$ cat config.mk
export PLATFORM = sky130hd
export DESIGN_NAME = dptx_top
export DESIGN_NICKNAME = d
export VERILOG_FILES = /design/src/verilog/dptx_pkg.sv /design/src/verilog/dptx_top.sv /design/src/verilog/dptx_lnk_fmt.sv /design/src/verilog/dptx_msg_ctl.sv /design/src/verilog/dptx_fifo.sv
export SDC_FILE = /design/constraint.sdc
export NUM_CORES = 1
export LEC_CHECK = 0
export BUFFER_PORTS_ARGS = -buffer_cell sky130_fd_sc_hd__buf_2
export CELL_PAD_IN_SITES_DETAIL_PLACEMENT = 0
export CELL_PAD_IN_SITES_GLOBAL_PLACEMENT = 1
export CORE_MARGIN = 2
export CORE_UTILIZATION = 40
export DETAILED_ROUTE_END_ITERATION = 12
export PLACE_DENSITY = 0.66
export RECOVER_POWER = 100
export SETUP_SLACK_MARGIN = 0.3
export SYNTH_ARGS = -nofsm -noshare
export SYNTH_HDL_FRONTEND = slang
export SYNTH_SLANG_ARGS = --single-unit
$ cat constraint.sdc
create_clock -name sys_clk -period 5.2 [get_ports sys_clk]
set_input_delay 0.26 -clock sys_clk [delete_from_list [all_inputs] [get_ports sys_clk]]
set_output_delay 0.26 -clock sys_clk [all_outputs]
set_load 0.05 [all_outputs]
$ cat src/verilog/dptx_pkg.sv
// ==========================================================================
// DP TX link package
// Link, message and symbol constants shared by the transmit blocks,
// plus the payload types carried by the FIFOs and the lane symbols
// ==========================================================================

package dptx_pkg;

    // Link
    localparam int lnk_lanes = 3;           // One colour component per lane
    localparam int lnk_sym_w = 11;          // disp_ctl + disp_val + k + 8 data bits

    // Video
    localparam int bpc = 8;                 // Bits per component

    // Message
    localparam int msg_dat_w = 16;          // Message word width
    localparam logic [msg_dat_w-1:0] msg_id_ctl = 16'h0010;    // Control
    localparam logic [msg_dat_w-1:0] msg_id_tps = 16'h0011;    // Training pattern select

    // Symbol values
    localparam logic [bpc-1:0] sym_d10_2 = 8'h4a;      // TPS1, data
    localparam logic [bpc-1:0] sym_k28_5 = 8'hbc;      // Comma, blanking start
    localparam logic [bpc-1:0] sym_d11_6 = 8'hcb;      // TPS2 second symbol

    // FIFO depths
    localparam int fifo_depth_msg = 4;
    localparam int fifo_depth_vid = 8;

    // Training pattern select
    typedef enum logic [1:0]
    {
        tps_none = 2'd0,
        tps1     = 2'd1,
        tps2     = 2'd2
    } tps_t;

    // Message FIFO word
    typedef struct packed
    {
        logic                   som;        // Start of message, carries ID
        logic                   eom;        // End of message, carries data
        logic [msg_dat_w-1:0]   dat;
    } msg_word_t;

    // Video FIFO beat, one pixel
    typedef struct packed
    {
        logic                   vs;
        logic                   hs;
        logic                   de;
        logic [bpc-1:0]         r;
        logic [bpc-1:0]         g;
        logic [bpc-1:0]         b;
    } vid_beat_t;

    // One lane symbol
    typedef struct packed
    {
        logic                   disp_ctl;   // Disparity control, first symbol of a mode
        logic                   disp_val;   // Start disparity
        logic                   k;          // Control character
        logic [bpc-1:0]         dat;
    } lnk_sym_t;

endpackage
$ cat src/verilog/dptx_top.sv
// ==========================================================================
// DP TX top
// Single clock transmit link with the message FIFO feeding message
// control, the video FIFO feeding the link formatter and a three-lane
// symbol output
// ==========================================================================

module dptx_top
(
    input  logic                                sys_clk,
    input  logic                                rst_n,

    // Message input
    input  logic                                msg_vld,
    output logic                                msg_rdy,
    input  logic                                msg_som,    // ID word
    input  logic                                msg_eom,    // Data word
    input  logic [dptx_pkg::msg_dat_w-1:0]      msg_dat,

    // Video input, one pixel per beat
    input  logic                                vid_vld,
    output logic                                vid_rdy,
    input  logic                                vid_vs,
    input  logic                                vid_hs,
    input  logic                                vid_de,
    input  logic [dptx_pkg::bpc-1:0]            vid_r,
    input  logic [dptx_pkg::bpc-1:0]            vid_g,
    input  logic [dptx_pkg::bpc-1:0]            vid_b,

    // Link output
    output logic                                lnk_vld,
    input  logic                                lnk_rdy,
    output logic [dptx_pkg::lnk_lanes*dptx_pkg::lnk_sym_w-1:0] lnk_dat
);

    import dptx_pkg::*;

    msg_word_t      msg_in;
    vid_beat_t      vid_in;
    logic           vf_in_vld;          // Video FIFO write side
    logic           vf_in_rdy;
    logic           m_vld;
    logic           m_rdy;
    msg_word_t      m_word;
    logic           v_vld;
    logic           v_rdy;
    vid_beat_t      v_beat;
    logic           lnk_en;             // Control registers to formatter
    logic           disp_start;
    tps_t           tps;
    logic           mode_chg;

    assign msg_in = '{som: msg_som, eom: msg_eom, dat: msg_dat};
    assign vid_in = '{vs: vid_vs, hs: vid_hs, de: vid_de, r: vid_r, g: vid_g, b: vid_b};

    // Video accepted only while the link is enabled
    assign vf_in_vld = vid_vld && lnk_en;
    assign vid_rdy   = vf_in_rdy && lnk_en;

    dptx_fifo #(.depth(fifo_depth_msg), .payload_t(msg_word_t)) msg_fifo0
    (
        .sys_clk    (sys_clk),
        .rst_n      (rst_n),
        .in_vld     (msg_vld),
        .in_rdy     (msg_rdy),
        .in_data    (msg_in),
        .out_vld    (m_vld),
        .out_rdy    (m_rdy),
        .out_data   (m_word)
    );

    dptx_fifo #(.depth(fifo_depth_vid), .payload_t(vid_beat_t)) vid_fifo0
    (
        .sys_clk    (sys_clk),
        .rst_n      (rst_n),
        .in_vld     (vf_in_vld),
        .in_rdy     (vf_in_rdy),
        .in_data    (vid_in),
        .out_vld    (v_vld),
        .out_rdy    (v_rdy),
        .out_data   (v_beat)
    );

    dptx_msg_ctl msg_ctl0
    (
        .sys_clk    (sys_clk),
        .rst_n      (rst_n),
        .m_vld      (m_vld),
        .m_rdy      (m_rdy),
        .m_word     (m_word),
        .lnk_en     (lnk_en),
        .disp_start (disp_start),
        .tps        (tps),
        .mode_chg   (mode_chg)
    );

    dptx_lnk_fmt lnk_fmt0
    (
        .sys_clk    (sys_clk),
        .rst_n      (rst_n),
        .lnk_en     (lnk_en),
        .disp_start (disp_start),
        .tps        (tps),
        .mode_chg   (mode_chg),
        .v_vld      (v_vld),
        .v_rdy      (v_rdy),
        .v_beat     (v_beat),
        .lnk_vld    (lnk_vld),
        .lnk_rdy    (lnk_rdy),
        .lnk_dat    (lnk_dat)
    );

endmodule

$ cat src/verilog/dptx_lnk_fmt.sv
// ==========================================================================
// DP TX link formatter
// Builds three lane symbols per cycle from training patterns TPS1/TPS2
// or from one video beat, one colour component per lane.
// Single output register, loaded when empty or being drained
// ==========================================================================

module dptx_lnk_fmt
(
    input  logic                    sys_clk,
    input  logic                    rst_n,
    input  logic                    lnk_en,
    input  logic                    disp_start,
    input  dptx_pkg::tps_t          tps,
    input  logic                    mode_chg,
    input  logic                    v_vld,
    output logic                    v_rdy,
    input  dptx_pkg::vid_beat_t     v_beat,
    output logic                    lnk_vld,
    input  logic                    lnk_rdy,
    output logic [dptx_pkg::lnk_lanes*dptx_pkg::lnk_sym_w-1:0] lnk_dat
);

    import dptx_pkg::*;

    logic               trn;                // Training pattern active
    logic               free;               // Output register can take a word
    logic               load;
    logic               mark;               // disp_ctl for the word being built
    logic               first_f;            // Mode changed, marked word still due
    logic [1:0]         phase;              // TPS2 position
    logic [1:0]         phase_eff;
    logic               out_vld;
    lnk_sym_t           out_sym [lnk_lanes];
    lnk_sym_t           nxt_sym [lnk_lanes];
    logic [bpc-1:0]     comp [lnk_lanes];

    assign comp[0] = v_beat.r;              // Lane 0 red
    assign comp[1] = v_beat.g;
    assign comp[2] = v_beat.b;              // Lane 2 blue

    assign trn       = (tps == tps1) || (tps == tps2);
    assign free      = !out_vld || lnk_rdy;
    assign v_rdy     = lnk_en && !trn && free;          // No video during training
    assign load      = lnk_en && free && (trn || v_vld);
    assign mark      = mode_chg || first_f;
    assign phase_eff = mode_chg ? 2'd0 : phase;         // Restart at K28.5
    assign lnk_vld   = out_vld && lnk_en;               // Silent while disabled

    // Next word, priority tps1, tps2, video
    always_comb
    begin
        for (int i = 0; i < lnk_lanes; i++)
        begin
            nxt_sym[i].disp_ctl = mark;
            nxt_sym[i].disp_val = disp_start;
            nxt_sym[i].k        = 1'b0;
            nxt_sym[i].dat      = '0;                   // Plain blanking
            if (tps == tps1)
                nxt_sym[i].dat = sym_d10_2;
            else if (tps == tps2)
            begin
                case (phase_eff)
                    2'd0:
                    begin
                        nxt_sym[i].k   = 1'b1;
                        nxt_sym[i].dat = sym_k28_5;
                    end
                    2'd1:    nxt_sym[i].dat = sym_d11_6;
                    default: nxt_sym[i].dat = sym_d10_2;
                endcase
            end
            else if (v_beat.de)
                nxt_sym[i].dat = comp[i];               // Active pixel
            else if (v_beat.hs || v_beat.vs)
            begin
                nxt_sym[i].k   = 1'b1;                  // Sync blanking
                nxt_sym[i].dat = sym_k28_5;
            end
        end
    end

    always_ff @(posedge sys_clk)
    begin
        if (load)
            out_sym <= nxt_sym;
    end

    always_ff @(posedge sys_clk or negedge rst_n)
    begin
        if (!rst_n)
        begin
            out_vld <= 1'b0;
            first_f <= 1'b0;
            phase   <= 2'd0;
        end
        else
        begin
            if (!lnk_en)
                out_vld <= 1'b0;            // Flush on disable
            else if (load)
                out_vld <= 1'b1;
            else if (lnk_rdy)
                out_vld <= 1'b0;

            // Cleared once the marked word is loaded
            if (load)
                first_f <= 1'b0;
            else if (mode_chg)
                first_f <= 1'b1;

            if (load && (tps == tps2))
                phase <= phase_eff + 2'd1;  // Wraps after D10.2, D10.2
            else if (mode_chg)
                phase <= 2'd0;
        end
    end

    // Lane 0 in the low bits
    generate
        for (genvar l = 0; l < lnk_lanes; l++)
        begin : gen_lane
            assign lnk_dat[l*lnk_sym_w +: lnk_sym_w] = out_sym[l];
        end
    endgenerate

endmodule

$ cat src/verilog/dptx_msg_ctl.sv
// ==========================================================================
// DP TX message control
// Decodes som/eom word pairs from the message FIFO into the link
// enable, start disparity and training pattern registers.
// Pulses mode_chg when the link enable or the pattern changes
// ==========================================================================

module dptx_msg_ctl
(
    input  logic                    sys_clk,
    input  logic                    rst_n,
    input  logic                    m_vld,
    output logic                    m_rdy,
    input  dptx_pkg::msg_word_t     m_word,
    output logic                    lnk_en,
    output logic                    disp_start,
    output dptx_pkg::tps_t          tps,
    output logic                    mode_chg
);

    import dptx_pkg::*;

    logic                   take;           // Word consumed this cycle
    logic                   pend_vld;       // ID waiting for its data word
    logic [msg_dat_w-1:0]   pend_id;
    tps_t                   tps_new;

    assign take    = m_vld && m_rdy;
    assign tps_new = tps_t'(m_word.dat[1:0]);

    always_ff @(posedge sys_clk or negedge rst_n)
    begin
        if (!rst_n)
        begin
            m_rdy      <= 1'b0;
            pend_vld   <= 1'b0;
            pend_id    <= '0;
            lnk_en     <= 1'b0;
            disp_start <= 1'b0;
            tps        <= tps_none;
            mode_chg   <= 1'b0;
        end
        else
        begin
            m_rdy    <= 1'b1;               // Always accepts once out of reset
            mode_chg <= 1'b0;               // Single cycle pulse

            if (take && m_word.som)
            begin
                pend_id  <= m_word.dat;
                pend_vld <= !m_word.eom;    // One-word message has no data, dropped
            end
            else if (take && m_word.eom)
            begin
                pend_vld <= 1'b0;
                if (pend_vld && (pend_id == msg_id_ctl))
                begin
                    lnk_en     <= m_word.dat[0];
                    disp_start <= m_word.dat[1];
                    mode_chg   <= (m_word.dat[0] != lnk_en);    // Only a real change
                end
                else if (pend_vld && (pend_id == msg_id_tps))
                begin
                    tps      <= tps_new;
                    mode_chg <= (tps_new != tps);
                end
                // Unknown ID or eom without som falls through
            end
        end
    end

endmodule

$ cat src/verilog/dptx_fifo.sv
// ==========================================================================
// DP TX FIFO
// Synchronous valid/ready FIFO with a type parameter for its payload.
// Circular buffer followed by a prefetch output register, so a word
// shows at the output one cycle after the edge that wrote it
// ==========================================================================

module dptx_fifo
#(
    parameter int  depth     = 4,           // Total words held, output register included
    parameter type payload_t = logic [7:0]
)
(
    input  logic        sys_clk,
    input  logic        rst_n,
    input  logic        in_vld,
    output logic        in_rdy,
    input  payload_t    in_data,
    output logic        out_vld,
    input  logic        out_rdy,
    output payload_t    out_data
);

    localparam int aw = (depth > 1) ? $clog2(depth) : 1;
    localparam logic [aw:0] depth_c = (aw + 1)'(depth);

    payload_t           mem [depth];        // Buffer, no reset
    logic [aw-1:0]      wr_ptr;
    logic [aw-1:0]      rd_ptr;
    logic [aw:0]        count;              // Words in mem
    logic [aw:0]        occ;                // Words in mem and output register
    logic               wr;
    logic               load;               // Move head of mem into output register

    // Pointer wrap for any depth
    function automatic logic [aw-1:0] ptr_inc(input logic [aw-1:0] p);
        ptr_inc = (p == aw'(depth - 1)) ? '0 : p + 1'b1;
    endfunction

    assign occ    = count + {{aw{1'b0}}, out_vld};
    assign in_rdy = (occ < depth_c);                    // Low when full
    assign wr     = in_vld && in_rdy;
    assign load   = (count != '0) && (!out_vld || out_rdy);

    always_ff @(posedge sys_clk)
    begin
        if (wr)
            mem[wr_ptr] <= in_data;
        if (load)
            out_data <= mem[rd_ptr];                    // Payload register
    end

    always_ff @(posedge sys_clk or negedge rst_n)
    begin
        if (!rst_n)
        begin
            wr_ptr  <= '0;
            rd_ptr  <= '0;
            count   <= '0;
            out_vld <= 1'b0;
        end
        else
        begin
            if (wr)
                wr_ptr <= ptr_inc(wr_ptr);
            if (load)
                rd_ptr <= ptr_inc(rd_ptr);

            case ({wr, load})
                2'b10:   count <= count + 1'b1;
                2'b01:   count <= count - 1'b1;
                default: count <= count;            // Idle, or write and load together
            endcase

            if (load)
                out_vld <= 1'b1;
            else if (out_rdy)
                out_vld <= 1'b0;                    // Drained, nothing behind it
        end
    end

endmodule

==> impl_metrics.csv, run 1 <==
group,metric,value,unit
cts,hold_buffers,44,
pwr,seqPwrFrac,52.7,%
timing,finalSetupViolCount,0,
timing,final-max-slew-violation-count,241,
cts,cts_buffer_depth,3,
synth,yosysTopAreaCell,"edfxtp_1",
floorplan,initial_core_util,40.3,%
synth,synth_most_common_cell,"edfxtp_1",
timing,rsz0062_at_grt,"no",
cts,cts_made_buffers,42,
synth,netlist_top_cells_count,"edfxtp_1 (360), mux4_2 (72), mux2_2 (54)",
pwr,power.share.switching,23.0,%
floorplan,dieWidth,201,um
timing,worst_pin_slew,2.71,ns
synth,synth-xor-area-share,0.792,%
timing,finClkSkew,0.0134,ns
global_route,grt_util_all_layers,15.0,%
detailed_routing,drt-total-wl,29500,um
synth,netlist.area_leader.share,69.8,%
placed_design,place.gp.congestion,0.695,
global_route,grt_pass1_wl,45900,um
timing,max-slew-margin-rel,-80.4,%
timing,hold_violations,0,
cts,post-cts-setup-buffers,0,
cts,path_clk_slew,0.06,ns
synth,synth-adder-area-share,1.58,%
cts,cts.sinks,406,
synth,ys_types,40,
layout,drive_gt1_share,20.8,%
synth,syn_nets,803,
floorplan,std_cell_rows,72,
synth,synth_top_family_by_area,"multiplexers",
cts,htreeDepth,2,
synth,synth_compound_area_share,1.64,%
synth,synth-edff-count,360,
worst_setup_path,worstSetupPathType,"reg2reg",
layout,final_util,47.2,%
synth,synthFlopType,"edfxtp_1",
synth,ys_seq_elements,406,
synth,ys_seq_area_share,77.2,%
floorplan,fp.dieH,201,um
synth,syn_inst,734,
synth,syn_area,15500,um^2
cts,insertion_delay,0.56,ns
placed_design,io_buffers,85,
detailed_routing,post-route-drc-count,0,
global_route,gr-total-overflow,0,
detailed_routing,firstDrtPassIters,4,
cts,cts_tree,"yes",
run_status,violations,"max-capacitance violations, max-slew violations",
detailed_routing,first_iter_violations,517,
floorplan,die_area,40300,um^2
timing,setup_tns,0,ns
timing,final.period_utilization,74.5,%
pwr,power_density,423,nW/um^2
global_route,grt_max_degree,57,
timing,finalCriticalPeriod,3.88,ns
synth,synth_area_leaders,"edfxtp_1 (70%), mux4_2 (10%), dfrtp_1 (7.4%)",
detailed_routing,wl_per_cell,20.5,um
synth,synthSimpleGateAreaFrac,2.60,%
pwr,cellLeakagePower,0.00600,uW
detailed_routing,drt-vias-per-instance,5.00,
worst_setup_path,crit_path_end_kind,"flop",
cts,cts-resized-gates,0,
detailed_routing,antenna_left,0,
placed_design,dpl.hpwl,17300,um
global_route,grt_pass1_vias,7664,
hold_path,worstHoldPathType,"in2reg",
synth,synth_mux_area_share,14.8,%
timing,fmax,0.258,GHz
pwr,p_int,5920,uW
worst_setup_path,cp.arrival,4.30,ns
worst_setup_path,worstPathRequired,5.63,ns
run_status,status,"finished, violations left",
worst_setup_path,start_kind,"flop",
worst_setup_path,path_max_fanout,18,
layout,nFillCells,3269,
cts,root_buffer,"clkbuf_16",
pwr,p_comb_share,9.9,%
synth,ys_warn_count,0,
synth,avgSynthCellArea,21.1,um^2
pwr,ir_worst_vdd,0.000290,V
floorplan,core-area,38500,um^2
layout,nets,962,
pwr,power.switching,1770,uW
flow_run,drv_cap,9,
synth,synthArstFlopShare,11.3,%
layout,syn_to_final_growth,17.2,%
pwr,p_clk_share,37.5,%
layout,antennaDiodeCount,0,
global_route,antenna_found_initial,1,
floorplan,io_pins,86,
detailed_routing,vias,7212,
[metrics by stage]
step                      setup WS (ns)  cells  hold slack (ns)  instance area, um^2  total power, uW
after CTS                          2.13   1443         0.000760                18400             7800
after detailed placement           2.13   1323            0.419                16600             4880
after global placement             2.23   1323            0.425                16600             4860
after floorplan                    1.42    734          -0.0356                15500             4620
final                              1.32   1443           0.0460                18200             7680
after global routing              0.997   1443           0.0580                18200             8020
[flip-flops by register name, indices dropped and copies added (netlist names), 2 cells and up]
name / cells
vid_fifo0.mem: 216
msg_fifo0.mem: 72
lnk_fmt0.lnk_dat: 27
vid_fifo0.out_data: 27
msg_fifo0.out_data: 18
msg_ctl0.pend_id: 16
vid_fifo0.count: 4
msg_fifo0.count: 3
vid_fifo0.rd_ptr: 3
vid_fifo0.wr_ptr: 3
lnk_fmt0.phase: 2
msg_ctl0.tps: 2
msg_fifo0.rd_ptr: 2
msg_fifo0.wr_ptr: 2
[power by group through the flow]
stage | clock [uW] | sequential, uW | combinational [uW]
finish | 2880 | 4050 | 758
floorplan | 0 | 4020 | 606
detailed placement | 0 | 4120 | 762
global route | 3090 | 4090 | 850
CTS | 2960 | 4050 | 793
global placement | 0 | 4110 | 748
[path summary, 6_finish.rpt]
kind / from / to / slack (ns) / depth (start not counted)
max: msg_ctl0.tps[0] / vid_fifo0.count[2] / 1.32 / 11
min: lnk_rdy / lnk_fmt0.out_vld / 0.05 / 3
max reg2reg: msg_ctl0.tps[0] / vid_fifo0.count[2] / 1.32 / 11
min reg2reg: msg_ctl0.disp_start / lnk_fmt0.lnk_dat[9] / 0.44 / 0
max in group asynchronous: rst_n / vid_fifo0.rd_ptr[1] / 2.10 / 3
min in group asynchronous: rst_n / vid_fifo0.count[2] / 1.20 / 3
[kinds of logic (layout without fill, tap and decap cells)]
group / Yosys count / after routing
buf+inv: 47 / 238
xor+xnor: 14 / 14
simple gates: 76 / 76
flops: 406 / 406
mux: 131 / 131
fa+ha+maj: 19 / 19
compound gates: 40 / 40
other cells: 1 / 1
[worst max-delay path, stage by stage, from the launching register on]
cell and delay, ns:
dfrtp_1 0.41, inv_1 0.06, ha_1 0.34, nand3_1 0.11, a21oi_1 1.58, ha_1 0.48
xor2_1 0.10, ha_1 0.18, a21oi_1 0.14, xor2_1 0.16, nor2_1 0.06, xor2_1 0.14
[final cells by class]
class	instances	area (um^2)	share of cell area, %
Clock buffer	52	1100	6.05
Clock inverter	24	228	1.25
Tap cell	518	648	3.57
Timing Repair Buffer	145	836	4.60
Multi-Input combinational cell	281	3310	18.3
Sequential cell	406	12000	65.9
Inverter	17	63.8	0.352
[per-layer routing]
metal,vias to the layer above,routed length [um],track usage (%)
li1,3256,-,-
met1,3775,13400,21.2
met2,130,14300,24.2
met3,49,1100,2.60
met4,2,673,4.68
met5,-,9,0
[layout by cell type, fill, tap and decap left out, types with 4 or more instances in the layout]
| master | synthesis | layout |
|---|---|---|
| nand2_1 | 13 | 13 |
| a21o_1 | 16 | 16 |
| clkinv_1 | 0 | 11 |
| buf_2 | 5 | 4 |
| dfrtp_1 | 46 | 44 |
| o21ai_0 | 7 | 7 |
| mux4_2 | 72 | 72 |
| inv_1 | 17 | 17 |
| edfxtp_1 | 360 | 360 |
| ha_1 | 18 | 18 |
| nand3_1 | 6 | 6 |
| nor2_1 | 15 | 15 |
| nor2b_1 | 8 | 8 |
| clkbuf_16 | 0 | 42 |
| clkinv_2 | 0 | 6 |
| a21oi_1 | 13 | 12 |
| nand2b_1 | 7 | 7 |
| nor3_1 | 7 | 7 |
| clkbuf_1 | 17 | 103 |
| and3_1 | 5 | 5 |
| dlygate4sd3_1 | 0 | 44 |
| xor2_1 | 9 | 9 |
| xnor2_1 | 5 | 5 |
| mux2_2 | 54 | 52 |
(Power assumes the default switching activity.)
==> run 2: changes to the inputs <==
--- a/config.mk
+++ b/config.mk
@@ -11,7 +11,7 @@
 export CORE_MARGIN = 2
 export CORE_UTILIZATION = 40
 export DETAILED_ROUTE_END_ITERATION = 12
-export PLACE_DENSITY = 0.66
+export PLACE_DENSITY = 0.68
 export RECOVER_POWER = 100
 export SETUP_SLACK_MARGIN = 0.3
 export SYNTH_ARGS = -nofsm -noshare
==> constraint.sdc (replaced) <==
create_clock -name sys_clk -period 3.1 [get_ports sys_clk]
set_input_delay 0.155 -clock sys_clk [delete_from_list [all_inputs] [get_ports sys_clk]]
set_output_delay 0.155 -clock sys_clk [all_outputs]
set_load 0.05 [all_outputs]
==> run 2 against run 1 <==
Compared with the run above:
- the run still ends with max-capacitance violations, max-slew violations left
- maximum frequency increased by 52%
- first-iteration DRC count down 2.3%
- largest power group unchanged
- critical path depth fell by 5
- cell count increased by 1.7%
==> impl_metrics.csv, run 2 (synthesized netlist as in run 1, its figures left out) <==
group,metric,value,unit
timing,worst_pin_slew,1.99,ns
layout,drive_gt1_share,21.7,%
layout,nFillCells,3290,
timing,finalCriticalPeriod,2.54,ns
worst_setup_path,worstPathRequired,3.26,ns
detailed_routing,drt-vias-per-instance,4.97,
layout,final_common_cell,"edfxtp_1",
run_status,violations,"max-capacitance violations, max-slew violations",
layout,antennaDiodeCount,0,
layout,seq_area,12000,um^2
worst_setup_path,cp_slowest_stage_delay,0.64,ns
timing,rsz0062_at_grt,"no",
detailed_routing,firstDrtPassIters,5,
global_route,grt_max_degree,36,
pwr,power_density,701,nW/um^2
placed_design,dpl.hpwl,17200,um
worst_setup_path,rr_endpoint,"vid_fifo0.mem[0][10]",
cts,root_buffer,"clkbuf_16",
timing,final-max-slew-violation-count,35,
floorplan,std_cell_rows,72,
cts,cts_made_buffers,43,
detailed_routing,first_iter_violations,505,
pwr,cellLeakagePower,0.00609,uW
timing,setup_tns,0,ns
layout,most-common-layout-cells,"edfxtp_1 (360), clkbuf_1 (112), mux4_2 (72)",
worst_setup_path,timing.critical_path.to,"vid_fifo0.mem[0][10]",
cts,cts_tree,"yes",
worst_setup_path,cp.arrival,2.71,ns
worst_setup_path,start_kind,"flop",
floorplan,dieWidth,201,um
flow_run,drv_cap,1,
worst_setup_path,path_cells,"nand4_1, mux2i_1, clkbuf_1, nand2b_1, nor3_1, clkbuf_2",
cts,htreeDepth,2,
global_route,grt_pass1_vias,7648,
cts,post-cts-setup-buffers,0,
floorplan,core-area,38500,um^2
worst_setup_path,worstSetupPathType,"reg2reg",
detailed_routing,drt-total-wl,29400,um
worst_setup_path,crit_slowest_cell,"clkbuf_2",
run_status,status,"finished, violations left",
cts,cts-resized-gates,0,
global_route,grt_pass1_wl,45600,um
detailed_routing,wl_per_cell,20.0,um
floorplan,io_pins,86,
floorplan,die_area,40300,um^2
detailed_routing,antenna_left,0,
layout,syn_to_final_growth,18.2,%
layout,regMostFlops,"vid_fifo0.mem",
layout,largestRegisters,"vid_fifo0.mem x216, msg_fifo0.mem x72",
timing,fmax,0.393,GHz
cts,cts_buffer_depth,3,
worst_setup_path,reg2reg_depth,6,
hold_path,worstHoldPathType,"in2reg",
worst_setup_path,path_max_fanout,20,
pwr,ir_worst_vdd,0.000342,V
placed_design,place.gp.congestion,0.702,
global_route,antenna_found_initial,0,
timing,hold_violations,0,
worst_setup_path,crit_path_end_kind,"flop",
worst_setup_path,r2r-start,"vid_fifo0.count[1]",
global_route,gr-total-overflow,0,
worst_setup_path,r2r_setup_slack,0.56,ns
cts,cts.sinks,406,
cts,insertion_delay,0.54,ns
floorplan,fp.dieH,201,um
global_route,grt_util_all_layers,14.9,%
timing,final.period_utilization,82.0,%
cts,path_clk_slew,0.06,ns
layout,nets,984,
placed_design,io_buffers,85,
timing,finClkSkew,0.0150,ns
worst_setup_path,startpoint,"vid_fifo0.count[1]",
timing,finalSetupViolCount,0,
layout,fin_cells,1468,
layout,largest_register_ffs,216,
placed_design,dp_cells,1340,
timing,max-slew-margin-rel,-32.5,%
floorplan,initial_core_util,40.3,%
detailed_routing,post-route-drc-count,0,
detailed_routing,vias,7299,
layout,multi_input_area,3320,um^2
run 2: cell types whose count changed in the layout (fill, tap and decap cells not counted), sizes merged:
cell         delta
clkbuf         +20
buf             +2
dlygate4sd3     +4
clkinv          +1
bufinv          -2
run 2: metal layers:
layer	GRT usage, %	vias to the layer above	share of wire [%]
li1	-	3312	-
met1	21.6	3775	47
met2	23.2	174	46
met3	2.94	38	5.6
met4	4.18	0	1.7
met5	0	-	0
run 2: how the worst min path moves through the flow:
stage                     cells past startpoint  slack [ns]    start                   to
after global routing                          5        0.38  vid_vld  vid_fifo0.wr_ptr[0]
after CTS                                     5        0.25  vid_vld  vid_fifo0.wr_ptr[0]
after floorplan                               0       -0.14    rst_n     lnk_fmt0.first_f
after detailed placement                      1        0.32    rst_n  msg_fifo0.wr_ptr[1]
final                                         5        0.33  vid_vld  vid_fifo0.wr_ptr[0]
after global placement                        1        0.31    rst_n  msg_fifo0.wr_ptr[1]
run 2: area by class of cell:
| class | instances | area share [%] |
|---|---|---|
| clock inverter | 23 | 0.868 |
| inverter | 17 | 0.349 |
| multi-input combinational | 281 | 18.2 |
| clock buffer | 57 | 6.40 |
| sequential | 406 | 65.4 |
| tap | 518 | 3.54 |
| timing repair buffer | 166 | 5.32 |
run 2: power by group:
| part | internal (uW) | switching (uW) | total (uW) |
|---|---|---|---|
| Sequential | 6510 | 283 | 6790 |
| Clock | 2760 | 2010 | 4770 |
| Combinational | 648 | 633 | 1280 |
run 2: critical path: cells and delay by family, from the launching register on:
kind / cells / cell delay [ns]
DFF: 1 / 0.45
and+or+nand+nor: 3 / 0.59
muxes: 1 / 0.20
buffers and inverters: 2 / 0.91
run 2: repair_timing:
action,4_1_cts,5_1_grt
hold buffers,48,0
setup endpoints to repair,0,0
endpoints found under the hold margin,324,0
run 2: per-stage QoR:
stage | hold WS (ns) | power [uW] | area [um^2] | utilization, % | setup slack (ns)
after floorplan | -0.141 | 7750 | 15500 | - | 0.243
after global placement | 0.305 | 8170 | 16800 | 43.6 | 0.742
after detailed placement | 0.319 | 8200 | 16800 | 43.6 | 0.720
after CTS | 0.252 | 13100 | 18600 | 48.3 | 0.691
after global routing | 0.380 | 13400 | 18300 | 47.6 | 0.258
final | 0.326 | 12800 | 18300 | 47.6 | 0.557
